===== src/hdl/host_config.svh =====
// Build-time settings for the host system
// Included by each RTL block that needs a clock ratio, a timing length,
// a port address or a memory size; the testbench reads the same values
`ifndef HOST_CONFIG_SVH
`define HOST_CONFIG_SVH

// Width of the tick counter, one bus tick per 2^N system clocks
`define HOST_CPU_SLOWDOWN 2

// Equal button samples on consecutive ticks before bus reset may change
`define HOST_DEBOUNCE_LEN 4

// System clocks per serial bit
`define HOST_BAUD_DIV 16

// I/O port of the UART transmitter, decoded on the low address byte
`define HOST_UART_PORT 8'h01

// Code memory address width, 10 bits give a 1 KB block
`define HOST_ROM_ABITS 10

`endif


===== src/hdl/resetDebounce.sv =====
// Push-button reset filter
// The raw button is sampled once per bus tick into a short history;
// the bus reset only follows the button once the history agrees fully,
// so short glitches never reach the bus master or the UART
`timescale 1ns/1ps
`include "host_config.svh"

module resetDebounce (
    input  logic clk,
    input  logic rst,
    input  logic tick,
    input  logic button,
    output logic busReset
);

    localparam int Len = `HOST_DEBOUNCE_LEN;

    // Button samples, newest in bit 0
    logic [Len-1:0] history;
    logic [Len-1:0] historyNext;

    assign historyNext = {history[Len-2:0], button};

    always_ff @(posedge clk) begin
        if (rst) begin
            // Start held in reset until the button is seen released
            history  <= '1;
            busReset <= 1'b1;
        end else if (tick) begin
            history <= historyNext;
            // All pressed sets, all released clears, mixed holds
            if (historyNext == '1) begin
                busReset <= 1'b1;
            end else if (historyNext == '0) begin
                busReset <= 1'b0;
            end
        end
    end

endmodule


===== config.mk =====
export PLATFORM = sky130hd
export DESIGN_NAME = resetDebounce
export DESIGN_NICKNAME = d
export VERILOG_FILES = /design/src/hdl/resetDebounce.sv
export VERILOG_INCLUDE_DIRS = /design/src /design/src/hdl
export SDC_FILE = /design/constraint.sdc
export NUM_CORES = 1
export LEC_CHECK = 0
export BUFFER_PORTS_ARGS = -buffer_cell sky130_fd_sc_hd__clkbuf_2
export CELL_PAD_IN_SITES_DETAIL_PLACEMENT = 1
export CELL_PAD_IN_SITES_GLOBAL_PLACEMENT = 1
export CORE_AREA = 4 4 41 43
export DETAILED_ROUTE_END_ITERATION = 10
export DIE_AREA = 0 0 45 47
export PLACE_DENSITY = 0.43
export REMOVE_ABC_BUFFERS = 1
export SLEW_MARGIN = 15
export SYNTH_ARGS = -nofsm -noshare
export SYNTH_HDL_FRONTEND = slang
export SYNTH_SLANG_ARGS = --single-unit

===== constraint.sdc =====
create_clock -name clk -period 1.9 [get_ports clk]
set_input_delay 0.095 -clock clk [delete_from_list [all_inputs] [get_ports clk]]
set_output_delay 0.095 -clock clk [all_outputs]
set_load 0.02 [all_outputs]

==> out/qor_table.md <==
| Parameter | Reported | Unit |
|---|---|---|
| Area of the core region | 1301 | um^2 |
| Synth top cells by count | sky130_fd_sc_hd__dfxtp_1, sky130_fd_sc_hd__o21ai_0 | - |
| Post-route setup TNS | 0 | ns |
| Worst-case clock buffer depth | 2 | - |
| Placer Congestion | 0.7294 | - |
| Starting density of the core | 0.1240 | - |
| Setup violations, final | 0 | - |
| Standby leakage power | 0.00009886 | uW |
| CP startpoint kind | flop | - |
| Slowest CP cell | sky130_fd_sc_hd__dfxtp_1 | - |
| 1st-pass router iterations | 1 | - |
| Unrepaired setup endpoints after global routing | no | - |
| Maximum clock skew at final layout | 0.001982 | ns |
| Most instantiated library cell after synthesis | sky130_fd_sc_hd__dfxtp_1 | - |
| Synthesis-to-layout area growth | 37.98 | % |
| Data required time at the worst endpoint | 2.01 | ns |
| Clock network latency to the later pin of the worst-skew pair | 0.23 | ns |
| Avg Synthesized Cell Area | 10.09 | um^2 |
| Vias per inst | 3.605 | - |
| Routing usage on met2 | 0.06780 | - |
| Count of port buffers added during placement | 4 | - |
| Most frequently used flop master after synthesis | sky130_fd_sc_hd__dfxtp_1 | - |
| Routing layer with the top usage in global route | met4 | - |
| Share of the synthesized area in the top cell type | 0.4961 | - |
| Total power | 206.5 | uW |
| Number of buffers added to fix hold violations after cts | 0 | - |
| Slew at the pin closest to its max-slew limit | 0.2189 | ns |
| Number of different library cells in the post-synthesis netlist | 12 | - |
| Fraction of final layout cells with drive strength greater than 1 | 0.3913 | - |
| Number of standard-cell rows in the floorplan | 13 | - |
| Largest net degree at the start of global routing | 8 | - |
| Floorplan die area | 2115 | um^2 |
| Number of violations of the max-capacitance limit | 0 | - |
| Largest stage delay on the critical path | 0.30 | ns |
| Avg WL per Cell | 8.579 | um |
| Cell types with the largest area share after synthesis | sky130_fd_sc_hd__dfxtp_1, sky130_fd_sc_hd__o41ai_2, sky130_fd_sc_hd__o21ai_0, sky130_fd_sc_hd__a211o_1, sky130_fd_sc_hd__nand2b_2 | - |
| Number of hold violations in the final report | 0 | - |
| Period utilisation layout | 0.4541 | - |
| Final hold slack | 0.1126 | ns |
| Number of antenna violations at the first check in global routing | 0 | - |
| Aggregate routed wire length | 326 | um |
| Min-Delay Path Class | in2reg | - |
| Total DRC errors in the routed layout | 0 | - |
| Vias in the first global route | 158 | - |
| Worst-path cell chain | nand2b_2, o41ai_2, nand2_1 | - |
| Diodes inserted | 0 | - |
| Floorplan die width | 45 | um |
| Synthesis-stage register bit count | 4 | - |
| CTS root buf | sky130_fd_sc_hd__clkbuf_4 | - |
| Final critical-path required period | 0.8627 | ns |
| Post-route non-filler standard cell count | 38 | - |
| Async SR Flop Fraction | 0 | - |
| CTS sink count | 4 | - |
| Slew margin rel. | 0.8525 | - |
| TritonCTS buffer count | 3 | - |
| Number of gates resized after cts | 0 | - |
| Die outline height | 47 | um |
| Largest area contributor in the netlist | sky130_fd_sc_hd__dfxtp_1 | - |
| Post-CTS clock slew at the launch and capture registers of the worst setup and hold paths | 0.04 | ns |
| GRT met3 Usage | 0.01149 | - |
| Number of setup buffers added after CTS | 0 | - |
| Wire length of the first global-routing pass | 593 | um |
| Antenna-violating nets left | 0 | - |
| Met1 track demand over resource in global routing | 0.03628 | - |
| Clock tree from TritonCTS | done | - |
| Cell Area, Synth | 161.4 | um^2 |
| Yosys Warn Count | 0 | - |
| Overflow after GRT | 0 | - |
| Maximum net fanout on the critical path | 3 | - |
| Top-level port count | 5 | - |
| Number of nets in the layout | 29 | - |
| Pins over their slew limit | 0 | - |
| Run status | complete, no violations | - |
| Class of the most critical setup path | reg2reg | - |
| Largest vdd supply drop | 0.0002748 | V |
| Total number of H-tree levels | 1 | - |
| Number of DRC markers after the initial detailed-route iteration | 0 | - |
| Inst Count DP | 35 | - |
| Total Routing Usage GR | 0.04341 | - |
| Kind of capture point of the worst setup path | flop | - |
| Sequential element share of the synthesized area | 0.4961 | - |
| DR vias | 137 | - |
| Synthesized instance count | 16 | - |
| Count of flip-flops with a built-in enable after synthesis | 0 | - |
| Power per standard cell area | 927.0 | nW/um^2 |
| Critical path arrival | 0.97 | ns |
| Fmax | 1159 | MHz |
==> where the power goes <==
group | total (uW) | internal (uW) | switching (uW) | leakage, uW
logic | 15.3 | 7.87 | 7.44 | 0.0000521
registers | 91.4 | 88.3 | 3.13 | 0.0000329
clock network | 99.7 | 70.3 | 29.5 | 0.0000138
total | 206 | 166 | 40.0 | 0.0000989
==> registers in the layout, summed over array words and instances (netlist names) <==
signal	cells
history	3
busReset	1
==> final cells by class <==
cell class	count	area, um^2
fill	159	1079
timing repair buffer	4	20.02
inverter	1	3.754
multi-input combinational	11	77.57
sequential	4	80.08
clock buffer	3	22.52
tap	15	18.77
==> through the flow <==
step,setup WS [ns],utilization,area [um^2]
CTS,1.031,0.1712,222.7
detailed placement,1.024,0.1538,200.2
global route,0.9916,0.1712,222.7
finish,1.037,0.1712,222.7
global placement,1.021,0.1538,200.2
floorplan,1.073,-,161.4
==> placed cells by master, fill, tap and decap left out <==
cell                       count
sky130_fd_sc_hd__a21oi_1       1
sky130_fd_sc_hd__nor2b_1       1
sky130_fd_sc_hd__a31oi_1       1
sky130_fd_sc_hd__o41ai_2       1
sky130_fd_sc_hd__a211o_1       1
sky130_fd_sc_hd__and3_1        1
sky130_fd_sc_hd__clkbuf_4      3
sky130_fd_sc_hd__clkbuf_2      4
sky130_fd_sc_hd__nand2b_1      1
sky130_fd_sc_hd__o21ai_0       2
sky130_fd_sc_hd__inv_1         1
sky130_fd_sc_hd__dfxtp_1       4
sky130_fd_sc_hd__nand2_1       1
sky130_fd_sc_hd__nand2b_2      1
==> worst max-delay path, delay by kind of cell, from the launching register on <==
family | cells | cell delay, ns
flops | 1 | 0.30
simple gates | 2 | 0.25
compound gates | 1 | 0.19
==> final timing paths <==
| check | from | end | slack (ns) | cells after the start |
|---|---|---|---|---|
| max reg2reg | history[1] | busReset | 1.04 | 3 |
| min reg2reg | busReset | busReset | 0.44 | 2 |
| max | history[1] | busReset | 1.04 | 3 |
| min | rst | history[0] | 0.11 | 2 |
==> routing by layer <==
metal	vias up	wire length [um]
met5	-	0
met4	0	0
met3	0	6
met2	1	190
met1	62	129
li1	74	-
==> cells by family after synthesis <==
kind of cell    count (synthesis)  synth area share
compound gates                  6            0.2869
buf+inv                         1           0.02323
flops                           4            0.4961
simple gates                    5            0.1939
Note: power is estimated with default switching activity, not from simulation.
