$ cat src/hdl/host_config.svh
// Build-time settings for the host system
// Included by each RTL block that needs a clock ratio, a timing length,
// a port address or a memory size; the testbench reads the same values
`ifndef HOST_CONFIG_SVH
`define HOST_CONFIG_SVH

// Width of the tick counter, one bus tick per 2^N system clocks
`define HOST_CPU_SLOWDOWN 2

// Equal button samples on consecutive ticks before bus reset may change
`define HOST_DEBOUNCE_LEN 4

// System clocks per serial bit
`define HOST_BAUD_DIV 16

// I/O port of the UART transmitter, decoded on the low address byte
`define HOST_UART_PORT 8'h01

// Code memory address width, 10 bits give a 1 KB block
`define HOST_ROM_ABITS 10

`endif

$ cat src/hdl/hostPkg.sv
// Shared types for the host system
// busCycle_t carries everything the bus master puts on the bus,
// testPoints_t gathers the observation signals brought out of the top level

package hostPkg;

    //~~~~~~~~~~~~~~~~~~~~~~~~~~~~~~~~~~~~~~~~~~~~~~~~~
    // Bus master outputs
    //~~~~~~~~~~~~~~~~~~~~~~~~~~~~~~~~~~~~~~~~~~~~~~~~~
    typedef struct packed {
        // Memory address, or I/O port on the low byte
        logic [15:0] addr;
        // Byte driven during an I/O write
        logic [7:0]  wrData;
        // Z80-style strobes, all active low
        logic        nM1;
        logic        nMreq;
        logic        nIorq;
        logic        nRd;
        logic        nWr;
    } busCycle_t;

    //~~~~~~~~~~~~~~~~~~~~~~~~~~~~~~~~~~~~~~~~~~~~~~~~~
    // Observation bundle
    //~~~~~~~~~~~~~~~~~~~~~~~~~~~~~~~~~~~~~~~~~~~~~~~~~
    typedef struct packed {
        logic       busReset;
        logic       tick;
        logic       nM1;
        logic       nMreq;
        logic       nIorq;
        logic       nRd;
        logic       nWr;
        // Low address nibble
        logic [3:0] addrLow;
        // Read data on a read, write data otherwise
        logic [3:0] dataLow;
    } testPoints_t;

endpackage

$ cat src/hdl/uartTx.sv
// Byte-wide serial transmitter on the I/O space
// An I/O write to the UART port loads one frame: start bit, eight data
// bits LSB first, stop bit. nWait holds the bus master in T2 while the
// port is addressed and a frame is still going out
`timescale 1ns/1ps
`include "host_config.svh"

module uartTx (
    input  logic               clk,
    input  logic               rst,
    input  logic               busReset,
    input  hostPkg::busCycle_t bus,
    output logic               nWait,
    output logic               txd
);

    localparam int DivBits = $clog2(`HOST_BAUD_DIV);

    logic               select;
    logic               busy;
    // Set once this write cycle's byte is taken
    logic               loaded;
    logic               load;
    // Frame bits, next bit out in bit 0
    logic [9:0]         shiftReg;
    logic [DivBits-1:0] baudCnt;
    logic [3:0]         bitCnt;

    //~~~~~~~~~~~~~~~~~~~~~~~~~~~~~~~~~~~~~~~~~~~~~~~~~
    // Port decode and bus handshake
    //~~~~~~~~~~~~~~~~~~~~~~~~~~~~~~~~~~~~~~~~~~~~~~~~~
    // Z80 ports decode on the low address byte only
    assign select = !bus.nIorq && !bus.nWr && (bus.addr[7:0] == `HOST_UART_PORT);
    // One load per write cycle, and only when idle
    assign load   = select && !loaded && !busy;
    assign nWait  = !(select && busy);

    always_ff @(posedge clk) begin
        if (rst || busReset) begin
            busy    <= 1'b0;
            loaded  <= 1'b0;
            baudCnt <= '0;
            bitCnt  <= '0;
        end else begin
            // Re-arm when the write strobes go away
            if (!select) begin
                loaded <= 1'b0;
            end else if (load) begin
                loaded <= 1'b1;
            end

            if (load) begin
                busy    <= 1'b1;
                baudCnt <= '0;
                bitCnt  <= '0;
            end else if (busy) begin
                if (baudCnt == DivBits'(`HOST_BAUD_DIV - 1)) begin
                    baudCnt <= '0;
                    // Last bit period is the stop bit
                    if (bitCnt == 4'd9) begin
                        busy <= 1'b0;
                    end else begin
                        bitCnt <= bitCnt + 4'd1;
                    end
                end else begin
                    baudCnt <= baudCnt + 1'b1;
                end
            end
        end
    end

    // Frame shifter
    always_ff @(posedge clk) begin
        if (load) begin
            shiftReg <= {1'b1, bus.wrData, 1'b0};
        end else if (busy && baudCnt == DivBits'(`HOST_BAUD_DIV - 1)) begin
            shiftReg <= {1'b1, shiftReg[9:1]};
        end
    end

    // Line idles high between frames
    assign txd = busy ? shiftReg[0] : 1'b1;

endmodule

$ cat config.mk
export PLATFORM = sky130hd
export DESIGN_NAME = uartTx
export DESIGN_NICKNAME = d
export VERILOG_FILES = /design/src/hdl/hostPkg.sv /design/src/hdl/uartTx.sv
export VERILOG_INCLUDE_DIRS = /design/src /design/src/hdl
export SDC_FILE = /design/constraint.sdc
export NUM_CORES = 1
export LEC_CHECK = 0
export ABC_AREA = 1
export BUFFER_PORTS_ARGS = -buffer_cell sky130_fd_sc_hd__buf_2
export CAP_MARGIN = 10
export CORE_MARGIN = 10
export CORE_UTILIZATION = 45
export CTS_CLUSTER_SIZE = 16
export DETAILED_ROUTE_END_ITERATION = 10
export HOLD_SLACK_MARGIN = 0.12
export PLACE_DENSITY = 0.73
export RECOVER_POWER = 50
export SKIP_CTS_REPAIR_TIMING = 1
export SKIP_LAST_GASP = 1
export SLEW_MARGIN = 20
export SYNTH_ARGS = -nofsm -noshare
export SYNTH_HDL_FRONTEND = slang
export SYNTH_SLANG_ARGS = --single-unit
$ cat constraint.sdc
create_clock -name clk -period 1.9 [get_ports clk]
set_input_delay 0.19 -clock clk [delete_from_list [all_inputs] [get_ports clk]]
set_output_delay 0.19 -clock clk [all_outputs]
set_load 0.005 [all_outputs]
==> results.sh <==
export IMPL_synth_most_common_cell="nand2_1"
export IMPL_critPathMaxStageDelay_ps=510
export IMPL_synth_common_cells="nand2_1 (36), nor2_1 (16), inv_1 (13)"
export IMPL_total_power_uw=660
export IMPL_worst_pin_slew_ps=335
export IMPL_slew_headroom_pct=77.6
export IMPL_synth_async_reset_ratio_pct=0
export IMPL_num_rows=16
export IMPL_syn_num_nets=155
export IMPL_grt_max_degree=15
export IMPL_cts_tree="done"
export IMPL_synth_area_top_cells="edfxtp_1 (25%), dfxtp_1 (22%), nand2_1 (14%), nor2_1 (6.1%), inv_1 (5.0%)"
export IMPL_grt_pass1_wl_mm=3.11
export IMPL_drt_total_wl_mm=1.87
export IMPL_critPathSlowestCell="dfxtp_1"
export IMPL_die_w_um=66.7
export IMPL_crit_path_frequent_cell="nand2_1"
export IMPL_synthesis_area_um2=980
export IMPL_yosys_area_top_type_share_pct=24.5
export IMPL_ys_ff_latch=19
export IMPL_fillCellCount=202
export IMPL_hold_class="in -> reg"
export IMPL_dieArea_um2=4440
export IMPL_gp_congestion=0.704
export IMPL_path_cells="nand2_1, nor2_4, inv_1, nand2_1"
export IMPL_grt_overflow=0
export IMPL_syn_avg_cell_area_um2=8.16
export IMPL_routed_via_density=4.57
export IMPL_leakage_uw=0.000506
export IMPL_cts_buffers=3
export IMPL_rsz0062_at_grt="no"
export IMPL_clockRootBuffer="clkbuf_4"
export IMPL_area_growth_pct=14.2
export IMPL_finalClockSkew_ps=8.36
export IMPL_coreArea_um2=2020
export IMPL_ys_seq_area_share_pct=47.0
export IMPL_clock_latency_ps=300
export IMPL_antenna_found_initial=0
export IMPL_clock_fmax_mhz=677
export IMPL_maxCapViolCount=0
export IMPL_syn_inst=120
export IMPL_final_hold_viol_count=0
export IMPL_post_route_min_period_ps=1480
export IMPL_ys_types=24
export IMPL_slew_viol_final=0
export IMPL_arrival_ps=1450
export IMPL_nNetsFinal=181
export IMPL_timing_hold_ws_ps=142
export IMPL_grt_pass1_vias=764
export IMPL_track_usage_pct=8.77
export IMPL_via_count=786
export IMPL_endpoint_kind="flip-flop"
export IMPL_initial_core_util_pct=48.5
export IMPL_clockBufferDepth=2
export IMPL_cts_max_level=1
export IMPL_synth_largest_area_cell="edfxtp_1"
export IMPL_antenna_cells=0
export IMPL_ir_drop_v=0.000341
export IMPL_fp_dieH_um=66.7
export IMPL_drtIter0Drc=15
export IMPL_synthFlopType="dfxtp_1"
export IMPL_path_max_fanout=9
export IMPL_setup_violations=0
export IMPL_hpwl_mm=1.46
export IMPL_cts_sinks=19
export IMPL_drive_above_1_share_pct=22.1
export IMPL_wl_per_cell_um=10.9
export IMPL_outcome="finished clean"
export IMPL_crit_type="reg -> reg"
export IMPL_period_share_pct=77.8
export IMPL_synth_edf_count=8
export IMPL_numPortBuffers=22
export IMPL_path_clk_slew_ps=100
export IMPL_ios=34
export IMPL_crit_required_ps=1870
export IMPL_yosys_warnings=0
export IMPL_crit_path_start_kind="flip-flop"
export IMPL_drc_errors=0
export IMPL_fin_tns_setup_ps=0
export IMPL_first_pass_iters=8
export IMPL_ant_nets=0
export IMPL_p_per_area_nw_per_um2=590
-- worst max-delay path, delay by kind of cell (launching register included) --
family                 cells  cell delay [ps]
buffers and inverters      1               70
and+or+nand+nor            3              580
DFF                        1              510
-- report_power, final --
group / leakage [uW] / switching (uW) / total (uW) / internal (uW)
registers: 0.000182 / 0.253 / 423 / 422
clock network: 0.0000177 / 126 / 205 / 78.3
logic: 0.000307 / 13.8 / 32.2 / 18.4
total: 0.000506 / 140 / 660 / 519
-- routing by layer --
metal	wire length [um]	share of wire (%)	track usage, %	up-vias
met1	742	40	8.49	352
met3	89	4.8	2.68	0
li1	-	-	-	425
met4	0	0	3.14	0
met2	1040	55	16.8	9
met5	0	0	0	-
-- area by class of cell --
class                           count  area, um2  area share (%)
Sequential cell                    19        460            41.2
Multi-Input combinational cell     85        429            38.4
Timing Repair Buffer               23        115            10.3
Inverter                           14       52.6            4.70
Tap cell                           27       33.8            3.02
Clock buffer                        3       22.5            2.01
Clock inverter                      1       5.00           0.447
-- stage by stage --
step | setup WS (ps) | util [%] | instances | cell area (um2)
final | 422 | 55.3 | 172 | 1120
after global routing | 278 | 55.3 | 172 | 1120
after CTS | 428 | 56.2 | 172 | 1140
after detailed placement | 409 | 54.8 | 168 | 1110
after global placement | 443 | 54.8 | 168 | 1110
after floorplan | 431 | - | 120 | 980
-- sequential cells by signal, indices dropped and copies added (netlist names) --
name,flops
shiftReg,9
baudCnt,4
bitCnt,4
busy,1
loaded,1
-- cell families after synthesis --
logic type               count (synthesis)  synth area share, %
buffers and inverters                   16                 7.66
AO/OA/AOI/OAI                            7                 3.96
flip-flops                              19                 47.0
XOR/XNOR                                 3                 2.68
multiplexers                             1                 1.02
adder cells (fa/ha/maj)                  3                 3.83
AND/OR/NAND/NOR                         71                 33.8
-- final timing paths --
kind | end | cells after the start | slack, ps | from
worst max-delay path | shiftReg[7]$_DFFE_PP_ | 4 | 420 | busy$_SDFF_PP0_
worst min-delay path | busy$_SDFF_PP0_ | 4 | 140 | rst
worst max register to register | shiftReg[7]$_DFFE_PP_ | 4 | 420 | busy$_SDFF_PP0_
worst min register to register | shiftReg[0]$_SDFFE_PP0P_ | 2 | 530 | shiftReg[1]$_DFFE_PP_
-- layout by cell type, fill, tap and decap left out --
cell type	instances
nand4_1	1
buf_4	1
nand2_2	1
o21ai_0	5
nor3_4	1
edfxtp_1	8
nor3_1	1
clkbuf_4	3
nor2_2	2
nor2_1	16
mux2i_1	1
xor2_1	3
buf_2	20
nand2_1	40
or2_2	1
nand3_1	4
inv_1	14
a21oi_2	1
clkbuf_1	2
clkinv_2	1
a21oi_1	1
dfxtp_1	11
ha_1	3
nand3b_1	3
nor2_4	1
Power figures use the tool's default switching activity.
