`src/hdl/host_config.svh`:
```
// Build-time settings for the host system
// Included by each RTL block that needs a clock ratio, a timing length,
// a port address or a memory size; the testbench reads the same values
`ifndef HOST_CONFIG_SVH
`define HOST_CONFIG_SVH

// Width of the tick counter, one bus tick per 2^N system clocks
`define HOST_CPU_SLOWDOWN 2

// Equal button samples on consecutive ticks before bus reset may change
`define HOST_DEBOUNCE_LEN 4

// System clocks per serial bit
`define HOST_BAUD_DIV 16

// I/O port of the UART transmitter, decoded on the low address byte
`define HOST_UART_PORT 8'h01

// Code memory address width, 10 bits give a 1 KB block
`define HOST_ROM_ABITS 10

`endif

```
`src/hdl/hostPkg.sv`:
```
// Shared types for the host system
// busCycle_t carries everything the bus master puts on the bus,
// testPoints_t gathers the observation signals brought out of the top level

package hostPkg;

    //~~~~~~~~~~~~~~~~~~~~~~~~~~~~~~~~~~~~~~~~~~~~~~~~~
    // Bus master outputs
    //~~~~~~~~~~~~~~~~~~~~~~~~~~~~~~~~~~~~~~~~~~~~~~~~~
    typedef struct packed {
        // Memory address, or I/O port on the low byte
        logic [15:0] addr;
        // Byte driven during an I/O write
        logic [7:0]  wrData;
        // Z80-style strobes, all active low
        logic        nM1;
        logic        nMreq;
        logic        nIorq;
        logic        nRd;
        logic        nWr;
    } busCycle_t;

    //~~~~~~~~~~~~~~~~~~~~~~~~~~~~~~~~~~~~~~~~~~~~~~~~~
    // Observation bundle
    //~~~~~~~~~~~~~~~~~~~~~~~~~~~~~~~~~~~~~~~~~~~~~~~~~
    typedef struct packed {
        logic       busReset;
        logic       tick;
        logic       nM1;
        logic       nMreq;
        logic       nIorq;
        logic       nRd;
        logic       nWr;
        // Low address nibble
        logic [3:0] addrLow;
        // Read data on a read, write data otherwise
        logic [3:0] dataLow;
    } testPoints_t;

endpackage

```
`src/hdl/busSequencer.sv`:
```
// Simple bus master standing in for a CPU core
// Fetches code bytes from address 0 upward with memory-read cycles and
// sends each one to the UART port with an I/O-write cycle; a zero byte
// ends the program and raises halt until the next bus reset
`timescale 1ns/1ps
`include "host_config.svh"

module busSequencer (
    input  logic               clk,
    input  logic               rst,
    input  logic               tick,
    input  logic               busReset,
    input  logic [7:0]         rdData,
    input  logic               nWait,
    output hostPkg::busCycle_t bus,
    output logic               halt
);

    typedef enum logic [2:0] {
        seqIdle,
        fetchT1,
        fetchT2,
        fetchT3,
        writeT1,
        writeT2,
        writeT3,
        seqHalted
    } seqState_t;

    seqState_t   state;
    // Program counter, next fetch address
    logic [15:0] pc;
    // Byte on its way to the UART
    logic [7:0]  dataReg;

    //~~~~~~~~~~~~~~~~~~~~~~~~~~~~~~~~~~~~~~~~~~~~~~~~~
    // Cycle sequencing, one step per tick
    //~~~~~~~~~~~~~~~~~~~~~~~~~~~~~~~~~~~~~~~~~~~~~~~~~
    always_ff @(posedge clk) begin
        // Button reset restarts the program just like power-on reset
        if (rst || busReset) begin
            state <= seqIdle;
            pc    <= '0;
            halt  <= 1'b0;
        end else if (tick) begin
            case (state)
                seqIdle: state <= fetchT1;
                fetchT1: state <= fetchT2;
                fetchT2: state <= fetchT3;
                fetchT3: begin
                    // Data sampled at the close of T3
                    if (rdData == 8'h00) begin
                        state <= seqHalted;
                        halt  <= 1'b1;
                    end else begin
                        pc    <= pc + 16'd1;
                        state <= writeT1;
                    end
                end
                writeT1: state <= writeT2;
                // Wait states: T2 repeats while the UART is busy
                writeT2: begin
                    if (nWait) begin
                        state <= writeT3;
                    end
                end
                writeT3: state <= fetchT1;
                default: state <= seqHalted;
            endcase
        end
    end

    // Fetched byte, captured with the same T3 sample
    always_ff @(posedge clk) begin
        if (tick && state == fetchT3) begin
            dataReg <= rdData;
        end
    end

    //~~~~~~~~~~~~~~~~~~~~~~~~~~~~~~~~~~~~~~~~~~~~~~~~~
    // Strobe and address decode
    //~~~~~~~~~~~~~~~~~~~~~~~~~~~~~~~~~~~~~~~~~~~~~~~~~
    always_comb begin
        bus.addr   = pc;
        bus.wrData = dataReg;
        bus.nM1    = 1'b1;
        bus.nMreq  = 1'b1;
        bus.nIorq  = 1'b1;
        bus.nRd    = 1'b1;
        bus.nWr    = 1'b1;
        case (state)
            fetchT1, fetchT2, fetchT3: begin
                // Opcode fetch style read
                bus.nM1   = 1'b0;
                bus.nMreq = 1'b0;
                bus.nRd   = 1'b0;
            end
            writeT1, writeT2, writeT3: begin
                // Port number sits on the low address byte
                bus.addr  = {8'h00, `HOST_UART_PORT};
                bus.nIorq = 1'b0;
                bus.nWr   = 1'b0;
            end
            default: ;
        endcase
    end

endmodule

```
`config.mk`:
```
export PLATFORM = sky130hd
export DESIGN_NAME = busSequencer
export DESIGN_NICKNAME = d
export VERILOG_FILES = /design/src/hdl/hostPkg.sv /design/src/hdl/busSequencer.sv
export VERILOG_INCLUDE_DIRS = /design/src /design/src/hdl
export SDC_FILE = /design/constraint.sdc
export NUM_CORES = 1
export LEC_CHECK = 0
export BUFFER_PORTS_ARGS = -buffer_cell sky130_fd_sc_hd__buf_2
export CAP_MARGIN = 20
export CELL_PAD_IN_SITES_DETAIL_PLACEMENT = 0
export CELL_PAD_IN_SITES_GLOBAL_PLACEMENT = 2
export CORE_ASPECT_RATIO = 1.4
export CORE_MARGIN = 2
export CORE_UTILIZATION = 29
export DETAILED_ROUTE_END_ITERATION = 16
export GPL_TIMING_DRIVEN = 0
export PLACE_DENSITY = 0.9
export SLEW_MARGIN = 25
export SYNTH_ARGS = -nofsm -noshare
export SYNTH_HDL_FRONTEND = slang
export SYNTH_SLANG_ARGS = --single-unit
```
`constraint.sdc`:
```
create_clock -name clk -period 1.7 [get_ports clk]
set_input_delay 0.085 -clock clk [delete_from_list [all_inputs] [get_ports clk]]
set_output_delay 0.085 -clock clk [all_outputs]
set_load 0.02 [all_outputs]
```
==> results.json <==
{
  "crit_path_start": "state[1]$_SDFFE_PP0P_",
  "pwr-share-seq": 0.616,
  "cts_tree": "yes",
  "swShare": 0.216,
  "max_slew_margin": 0.652,
  "synthDistinctLibCells": 32,
  "yosysSeqAreaShare": 0.483,
  "min_to": "dataReg[1]$_DFFE_PP_",
  "worst_pin_slew_ps": 522,
  "synthCells": 145,
  "hold_viol": 0,
  "critPathArrivalTime_ps": 1520,
  "drive_above_1_share": 0.332,
  "ys_top_cells_by_area": "dfxtp_1 (30%), edfxtp_1 (18%), a21oi_1 (6.8%)",
  "crit_family": "buffers and inverters",
  "yosysTopAreaCellShare": 0.302,
  "grt_overflow": 0,
  "grt_pass1_vias": 1143,
  "vias": 1242,
  "power_frac_comb": 0.054,
  "clkPwrFrac": 0.330,
  "maxSlewViolCount": 0,
  "dr.first_iter.drc_count": 20,
  "syn_area_um2": 1330,
  "cts.clk_slew.worst_paths_ps": 90,
  "synth-edff-count": 8,
  "crit_fanout": 10,
  "routed_wl_mm": 3.24,
  "die-area_um2": 5130,
  "final.setup_skew_ps": 3.43,
  "postSynthNetCount": 159,
  "setup_violations": 0,
  "critPathRequiredTime_ps": 1620,
  "reg2reg_to": "pc[13]$_SDFFE_PP0P_",
  "path_class": "flop to primary output",
  "cts_buffers": 3,
  "path_buf_inv": 6,
  "rsz0062_at_grt": "no",
  "ir_drop_mv": 0.261,
  "hold_path_depth": 1,
  "hp-class": "input pin to flop",
  "dp_hpwl_mm": 2.31,
  "avgSynthCellArea_um2": 9.14,
  "antenna_found_initial": 0,
  "worstSkewPairLatency_ps": 280,
  "cp_cell_sequence": "buf_6 > buf_12 > a21oi_4 > clkbuf_4 > inv_1 > buf_4 > buf_2",
  "placementRows": 29,
  "syn2layout_area_growth_pct": 34.3,
  "power.density_nw_per_um2": 628,
  "start_util": 0.297,
  "status": "finished, final reports clean",
  "yosysTopAreaCell": "dfxtp_1",
  "grt_pass1_wl_mm": 5.22,
  "power.switching_uw": 242,
  "grtUsageTotal": 0.132,
  "dp.cells": 249,
  "cts.path.max_buffers": 2,
  "cts.sinks": 28,
  "endpoint_kind": "primary output",
  "drv_cap": 0,
  "cp.depth": 7,
  "ys.flop_type": "dfxtp_1",
  "instances_no_fill": 261,
  "cts_max_level": 1,
  "p_leak_uw": 0.000718,
  "antenna_cells": 0,
  "portBuffers": 42,
  "yosys_warnings": 0,
  "rrSetupSlack_ps": 110,
  "grt_max_degree": 16,
  "finalPower_uw": 1120,
  "async_flop_share": 0,
  "drtAntennaViolNets": 0,
  "r2r_cells": 5,
  "nets": 214,
  "synth_most_common_cell": "dfxtp_1",
  "drcViolationCount": 0,
  "routedWlPerCell_um": 12.4,
  "ys_ff_latch": 28,
  "die_y_um": 84.0,
  "firstDrtPassIters": 4,
  "p_int_uw": 875,
  "cts-root-buf": "clkbuf_8",
  "vias_per_cell": 4.76,
  "max_stage_delay_ps": 320,
  "io_pins": 43,
  "r2r-start": "state[1]$_SDFFE_PP0P_",
  "post-route-min-period_ps": 1600,
  "place.gp.congestion": 0.749,
  "slowest_stage": "dfxtp_1",
  "clock.fmax_ghz": 0.625,
  "dieWidth_um": 61.1,
  "hp-start": "rdData[1]",
  "synthTopCellsByCount": "dfxtp_1 (20), a21oi_1 (18), nor2b_1 (12)",
  "cp-start-kind": "flop",
  "finalCritPeriodShare": 0.941,
  "core_um2": 4460
}
[cell usage in the layout (no fill, tap or decap), drive strengths merged]
cell         Yosys  routed
a2111oi          1       1
a211o            1       1
a21oi           18      18
and2             1       1
and4             2       2
buf              6      53
clkbuf           3       6
clkinv           0       1
dfxtp           20      20
dlygate4sd3      0       3
edfxtp           8       8
ha               1       1
inv              7       7
mux2i            1       1
nand2            8       8
nand2b           1       1
nand3            4       4
nand4            3       3
nand4b           1       1
nor2             9       9
nor2b           12      12
nor4             2       2
o2111ai          1       1
o211ai           1       1
o21ai           11      11
o221ai           1       1
o31ai            3       3
or2              2       2
or3              9       9
or4              5       5
xnor2            2       2
xor2             1       1
[cell families after synthesis]
family,count (synthesis),synth area share
compound gates,37,0.163
xor+xnor,3,0.0198
fa+ha+maj,1,0.00944
buf+inv,16,0.0585
flops,28,0.483
mux,1,0.00755
simple gates,59,0.258
[flip-flops by register name, summed over array words and instances, names as in the netlist, named ones only]
signal	flops
halt	1
state	2
pc	16
dataReg	8
[worst max-delay path by stage]
stage	to	slack (ps)
after floorplan	pc[10]$_SDFFE_PP0P_	130
final	bus[2]	100
after detailed placement	bus[2]	-290
after global placement	bus[2]	-300
after global routing	pc[13]$_SDFFE_PP0P_	9
after CTS	pc[13]$_SDFFE_PP0P_	6
[layout make-up]
| cell class | count | area, um2 |
|---|---|---|
| clock buffer | 3 | 41.3 |
| multi-input combinational | 101 | 628 |
| buffer | 9 | 63.8 |
| timing repair buffer | 50 | 290 |
| clock inverter | 1 | 3.75 |
| tap | 62 | 77.6 |
| sequential | 28 | 646 |
| inverter | 7 | 28.8 |
| fill | 471 | 2680 |
[routing by layer]
metal	wire length [um]	share of wire	global-route usage	up-vias
met5	0	0	0	-
li1	-	-	-	629
met3	188	0.058	0.0202	8
met2	1660	0.51	0.220	39
met1	1330	0.41	0.160	566
met4	64	0.020	0.0632	0
[what timing repair did]
action,4_1_cts,5_1_grt
hold buffers,3,0
gates resized for setup,10,3
pin swaps,1,1
setup buffers,2,3
endpoints found under the setup margin,24,6
endpoints found under the hold margin,3,0
[through the flow]
| stage | hold WS, ps | setup slack [ps] | util | setup TNS (ps) | instance area (um2) |
|---|---|---|---|---|---|
| floorplan | 184 | 125 | - | 0 | 1330 |
| global placement | 290 | -298 | 0.361 | -2400 | 1610 |
| detailed placement | 288 | -294 | 0.361 | -2380 | 1610 |
| CTS | 2.73 | 6.23 | 0.390 | 0 | 1740 |
| global route | 4.44 | 8.62 | 0.399 | 0 | 1780 |
| finish | 9.83 | 99.7 | 0.399 | 0 | 1780 |
[power by group through the flow]
stage               logic (uW)  clock network [uW]  registers (uW)
floorplan                 23.8                   0             703
global placement          52.3                   0             704
detailed placement        52.0                   0             704
CTS                       58.6                 380             689
global route              67.4                 397             689
finish                    60.0                 369             688
[worst reg2reg max path, delay by kind of cell (launching register included)]
family,cells,cell delay [ps]
buf+inv,1,110
compound gates,2,440
flops,1,340
simple gates,2,640
(Power assumes the default switching activity.)
